==> src/hdl/tlp_chk_pkg.sv <==
`default_nettype none

package tlp_chk_pkg;

   // ############################
   // Header word layout
   // ############################

   localparam int HDR_W   = 64;   // Low word of the start-of-packet beat
   localparam int FMT_LSB = 24;   // Format/type in bits 31:24
   localparam int FMT_W   = 8;
   localparam int LEN_LSB = 0;    // Length in DW where zero means 1024
   localparam int LEN_W   = 10;
   localparam int TAG_LSB = 16;   // Tag in bits 23:16
   localparam int TAG_W   = 8;

   // Cycles from input beat to output slot
   localparam int CHK_LATENCY = 3;

   // ############################
   // Format/type codes
   // ############################

   // Any code outside this list is treated as malformed
   typedef enum logic [FMT_W-1:0] {
      MEM_RD = 8'h20,   // 4DW memory read
      MEM_WR = 8'h60,   // 4DW memory write
      CPL    = 8'h0a,   // Completion without data
      CPLD   = 8'h4a    // Completion with data
   } t_fmt_type;

   // ############################
   // Error vector
   // ############################

   typedef struct packed {
      logic malformed;
      logic max_payload;
      logic max_rd_req;
      logic max_tag;
      logic insufficient_data;
      logic payload_overrun;
   } t_err_vec;

endpackage : tlp_chk_pkg

`default_nettype wire
==> src/hdl/hdr_decode.sv <==
`timescale 1ns/1ps
`default_nettype none

module hdr_decode #(
   parameter int DATA_W = 256
) (
   input  wire logic                          clk,
   input  wire logic                          rst_n,
   input  wire logic                          i_valid,
   input  wire logic                          i_sop,
   input  wire logic [DATA_W-1:0]             i_data,
   output logic                               o_hdr_valid,
   output tlp_chk_pkg::t_fmt_type             o_fmt,
   output logic [12:0]                        o_len_bytes,
   output logic [tlp_chk_pkg::TAG_W-1:0]      o_tag,
   output logic [tlp_chk_pkg::HDR_W-1:0]      o_hdr
);

   logic [tlp_chk_pkg::HDR_W-1:0] hdr_word;
   logic [tlp_chk_pkg::LEN_W-1:0] len_dw;
   logic [tlp_chk_pkg::FMT_W-1:0] fmt_code;
   logic                          hdr_load;

   // Header sits in the low word of the first beat
   assign hdr_word = i_data[tlp_chk_pkg::HDR_W-1:0];
   assign len_dw   = hdr_word[tlp_chk_pkg::LEN_LSB +: tlp_chk_pkg::LEN_W];
   assign fmt_code = hdr_word[tlp_chk_pkg::FMT_LSB +: tlp_chk_pkg::FMT_W];
   assign hdr_load = i_valid & i_sop;

   // ############################
   // Header valid strobe
   // ############################

   always_ff @(posedge clk) begin
      if (!rst_n) begin
         o_hdr_valid <= 1'b0;
      end else begin
         o_hdr_valid <= hdr_load;
      end
   end

   // ############################
   // Decoded fields
   // ############################

   // Held until the next start of packet
   always_ff @(posedge clk) begin
      if (hdr_load) begin
         o_hdr <= hdr_word;
         o_fmt <= tlp_chk_pkg::t_fmt_type'(fmt_code);
         o_tag <= hdr_word[tlp_chk_pkg::TAG_LSB +: tlp_chk_pkg::TAG_W];
         // DW to bytes
         if (len_dw == '0) begin
            o_len_bytes <= 13'd4096;
         end else begin
            o_len_bytes <= {1'b0, len_dw, 2'b00};
         end
      end
   end

endmodule : hdr_decode

`default_nettype wire

==> config.mk <==
export PLATFORM = sky130hd
export DESIGN_NAME = hdr_decode
export DESIGN_NICKNAME = d
export VERILOG_FILES = /design/src/hdl/tlp_chk_pkg.sv /design/src/hdl/hdr_decode.sv
export SDC_FILE = /design/constraint.sdc
export NUM_CORES = 1
export LEC_CHECK = 0
export BUFFER_PORTS_ARGS = -buffer_cell sky130_fd_sc_hd__buf_2
export CORE_AREA = 2 2 137 139
export DETAILED_ROUTE_END_ITERATION = 16
export DIE_AREA = 0 0 139 141
export PLACE_DENSITY = 0.49
export SETUP_SLACK_MARGIN = 0.4
export SYNTH_ARGS = -nofsm -noshare
export SYNTH_HDL_FRONTEND = slang
export SYNTH_SLANG_ARGS = --single-unit
==> constraint.sdc <==
create_clock -name clk -period 4.39 [get_ports clk]
set_clock_uncertainty 0.1 [all_clocks]
set_input_delay 0.878 -clock clk [delete_from_list [all_inputs] [get_ports clk]]
set_output_delay 0.878 -clock clk [all_outputs]
set_load 0.01 [all_outputs]
==> run_summary.xml <==
<?xml version="1.0" encoding="UTF-8"?>
<metrics>
  <group name="logic_synthesis">
    <metric name="ys_ff_latch" unit="">76</metric>
    <metric name="sequential_area_share_after_synthesis" unit="%">90.9</metric>
    <metric name="post_synth_main_area_contributors" unit="">sky130_fd_sc_hd__edfxtp_1 90%, sky130_fd_sc_hd__buf_4 5.4%, sky130_fd_sc_hd__clkbuf_1 1.4%</metric>
    <metric name="yosys.area.top_type_share" unit="%">90.1</metric>
    <metric name="synth_common_cells" unit="">75 x sky130_fd_sc_hd__edfxtp_1, 18 x sky130_fd_sc_hd__buf_4, 9 x sky130_fd_sc_hd__clkbuf_1</metric>
    <metric name="synth-main-ff-cell" unit="">sky130_fd_sc_hd__edfxtp_1</metric>
    <metric name="syn-cell-area" unit="sq um">2500</metric>
    <metric name="synthCells" unit="">110</metric>
    <metric name="yosysMostFrequentCell" unit="">sky130_fd_sc_hd__edfxtp_1</metric>
    <metric name="post_synth_num_cell_types" unit="">11</metric>
    <metric name="synth-edff-count" unit="">75</metric>
    <metric name="avgSynthCellArea" unit="sq um">22.7</metric>
    <metric name="postSynth.asyncResetShare" unit="%">0</metric>
    <metric name="post-synth-top-area-cell" unit="">sky130_fd_sc_hd__edfxtp_1</metric>
    <metric name="number_of_synthesis_warnings" unit="">0</metric>
  </group>
  <group name="worst_setup_path">
    <metric name="worst-path-buf-inv" unit="">1</metric>
    <metric name="critical-path-slowest-cell" unit="">sky130_fd_sc_hd__and2_4</metric>
    <metric name="crit_required" unit="ns">4.25</metric>
    <metric name="critical_path_class" unit="">in2reg</metric>
    <metric name="timing.critical_path.from_type" unit="">input pin</metric>
    <metric name="ordered_cell_list_for_the_critical_path" unit="">buf_2, and2_4</metric>
    <metric name="crit_arrival" unit="ns">1.82</metric>
    <metric name="crit_path_max_fanout" unit="">75</metric>
    <metric name="crit_path_max_cell_delay" unit="ns">0.78</metric>
    <metric name="crit_family" unit="">simple AND/OR/NAND/NOR gates</metric>
    <metric name="setup.worst_path.end_class" unit="">flop</metric>
  </group>
  <group name="floorplanning">
    <metric name="die_area" unit="sq um">19600</metric>
    <metric name="floorplan.initialDensity" unit="%">13.7</metric>
    <metric name="std_cell_rows" unit="">50</metric>
    <metric name="io-pin-count" unit="">354</metric>
    <metric name="chipHeight" unit="microns">141</metric>
    <metric name="placeableCoreArea" unit="sq um">18300</metric>
    <metric name="die_w" unit="microns">139</metric>
  </group>
  <group name="power">
    <metric name="p_per_area" unit="nW/um^2">470</metric>
    <metric name="internal_power" unit="mW">1.35</metric>
    <metric name="p_leak" unit="nW">1.50</metric>
    <metric name="power_switching" unit="mW">0.395</metric>
    <metric name="netSwitchingFraction" unit="%">22.7</metric>
    <metric name="power.sequential.fraction" unit="%">49.6</metric>
    <metric name="power_frac_comb" unit="%">8.1</metric>
    <metric name="vdd.ir_drop.worst" unit="mV">0.182</metric>
    <metric name="clock_power_share" unit="%">42.2</metric>
  </group>
  <group name="run_status">
    <metric name="run_status" unit="">finished, final reports clean</metric>
  </group>
  <group name="sta">
    <metric name="timing.final.max_slew_violations" unit="">0</metric>
    <metric name="fin_crit_sh" unit="%">44.8</metric>
    <metric name="rsz0062_at_grt" unit="">false</metric>
    <metric name="tns" unit="ns">0</metric>
    <metric name="final-setup-viol-count" unit="">0</metric>
    <metric name="worst-slew-pin-transition" unit="ns">1.02</metric>
    <metric name="max_clock_freq" unit="MHz">509</metric>
    <metric name="post-route-min-period" unit="ns">1.97</metric>
    <metric name="hold_violation_count_in_the_final_report" unit="">0</metric>
    <metric name="maxSlewHeadroom" unit="%">32.2</metric>
  </group>
  <group name="drt">
    <metric name="finalWirelength" unit="microns">7770</metric>
    <metric name="via_count" unit="">1515</metric>
    <metric name="detailedRoute.firstPassIterationCount" unit="">3</metric>
    <metric name="vias_per_cell" unit="">3.08</metric>
    <metric name="route.detailed.drc" unit="">0</metric>
    <metric name="wl_per_cell" unit="microns">15.8</metric>
    <metric name="route.antenna.remaining_nets" unit="">0</metric>
    <metric name="detailedRoute.firstIterationViolations" unit="">34</metric>
  </group>
  <group name="clock_network">
    <metric name="clock-root-buffer" unit="">sky130_fd_sc_hd__clkbuf_16</metric>
    <metric name="cts.clk_slew.worst_paths" unit="ns">0.06</metric>
    <metric name="hold_buffers" unit="">0</metric>
    <metric name="post_cts.repair.setup_buffers" unit="">0</metric>
    <metric name="cts_tree" unit="">built</metric>
    <metric name="cts_buffer_count" unit="">9</metric>
    <metric name="cts_repair_resize_count" unit="">0</metric>
    <metric name="h-tree-depth" unit="">3</metric>
    <metric name="clk_buf_depth" unit="">2</metric>
    <metric name="clock_sinks" unit="">76</metric>
  </group>
  <group name="final_layout">
    <metric name="post_route_cells_drive_above_1_share" unit="%">68.6</metric>
    <metric name="final_cell_area" unit="sq um">3710</metric>
    <metric name="ant_diodes" unit="">0</metric>
    <metric name="num-nets-final" unit="">513</metric>
    <metric name="syn2layout_area_growth" unit="%">48.3</metric>
    <metric name="fill_count" unit="">1987</metric>
  </group>
  <group name="place">
    <metric name="dpl_cell_area" unit="sq um">3410</metric>
    <metric name="globalplace.congestion" unit="">0.696</metric>
    <metric name="port_buffers" unit="">159</metric>
    <metric name="detailed_place_hpwl" unit="microns">6010</metric>
  </group>
  <group name="min_path">
    <metric name="worst_hold_path_type" unit="">in2reg</metric>
  </group>
  <group name="global_route">
    <metric name="grt_pass1_wl" unit="microns">10900</metric>
    <metric name="global_route_usage_over_all_layers" unit="%">8.10</metric>
    <metric name="largest_net_degree_at_the_start_of_global_routing" unit="">76</metric>
    <metric name="grt-ovfl-total" unit="">0</metric>
    <metric name="number_of_antenna_violations_at_the_first_check_in_global_routing" unit="">1</metric>
    <metric name="grt_pass1_vias" unit="">1607</metric>
  </group>
  <group name="job">
    <metric name="drv.max_cap_violation_count" unit="">0</metric>
  </group>
</metrics>
-- cell families (layout without fill, tap and decap cells) --
group         after synthesis  in the layout  synth area share (%)
simple gates                5              5                  1.75
buf+inv                    28            175                  7.16
flops                      76             76                  90.9
other cells                 1              2                 0.150
-- final cells by class --
type / count / area, sq um / share of cell area (%)
clock inverter: 7 / 66.3 / 1.79
timing repair buffer: 159 / 796 / 21.5
tap: 234 / 293 / 7.90
multi-input combinational: 7 / 53.8 / 1.45
sequential: 76 / 2270 / 61.3
clock buffer: 9 / 225 / 6.08
-- power groups by stage --
stage	Combinational (mW)	Sequential, mW	Clock (mW)
2_1_floorplan	0.0340	0.909	0
3_3_place_gp	0.144	0.879	0
3_5_place_dp	0.146	0.881	0
4_1_cts	0.146	0.866	0.771
5_1_grt	0.156	0.871	0.799
6_report	0.142	0.865	0.736
-- cells in the final DEF (no fill, tap or decap), types with 2 or more instances in the layout --
| cell type | netlist | layout |
|---|---|---|
| sky130_fd_sc_hd__buf_2 | 0 | 159 |
| sky130_fd_sc_hd__edfxtp_1 | 75 | 75 |
| sky130_fd_sc_hd__clkinv_2 | 0 | 3 |
| sky130_fd_sc_hd__conb_1 | 1 | 2 |
| sky130_fd_sc_hd__clkbuf_16 | 0 | 9 |
-- routing by layer --
| metal | global-route usage (%) | wire, microns | vias to the layer above |
|---|---|---|---|
| met5 | 0 | 13 | - |
| met1 | 9.38 | 3230 | 700 |
| met4 | 3.03 | 93 | 2 |
| met3 | 8.70 | 1660 | 15 |
| met2 | 9.39 | 2780 | 123 |
| li1 | - | - | 675 |
-- registers in the layout, indices dropped and copies added, names as in the netlist --
signal,cells
o_fmt,7
o_hdr,50
o_hdr_valid,1
o_len_bytes,11
o_tag,7
-- path summary, 6_finish.rpt --
| path | depth (start not counted) | slack, ns | endpoint | startpoint |
|---|---|---|---|---|
| min | 1 | 0.61 | o_tag[5]$_DFFE_PP_ | i_data[21] |
| max | 2 | 2.42 | o_fmt[5]$_DFFE_PP_ | i_valid |
-- metrics by stage --
step | utilization, % | hold slack (ns) | cells | power [mW] | setup WS (ns)
finish | 20.3 | 0.612 | 492 | 1.74 | 2.42
global route | 20.3 | 0.588 | 492 | 1.83 | 2.33
CTS | 20.3 | 0.586 | 492 | 1.78 | 2.41
detailed placement | 18.7 | 0.956 | 476 | 1.03 | 2.04
global placement | 18.7 | 0.954 | 476 | 1.02 | 2.11
floorplan | - | 0.877 | 111 | 0.943 | 1.22
(Power assumes the default switching activity.)
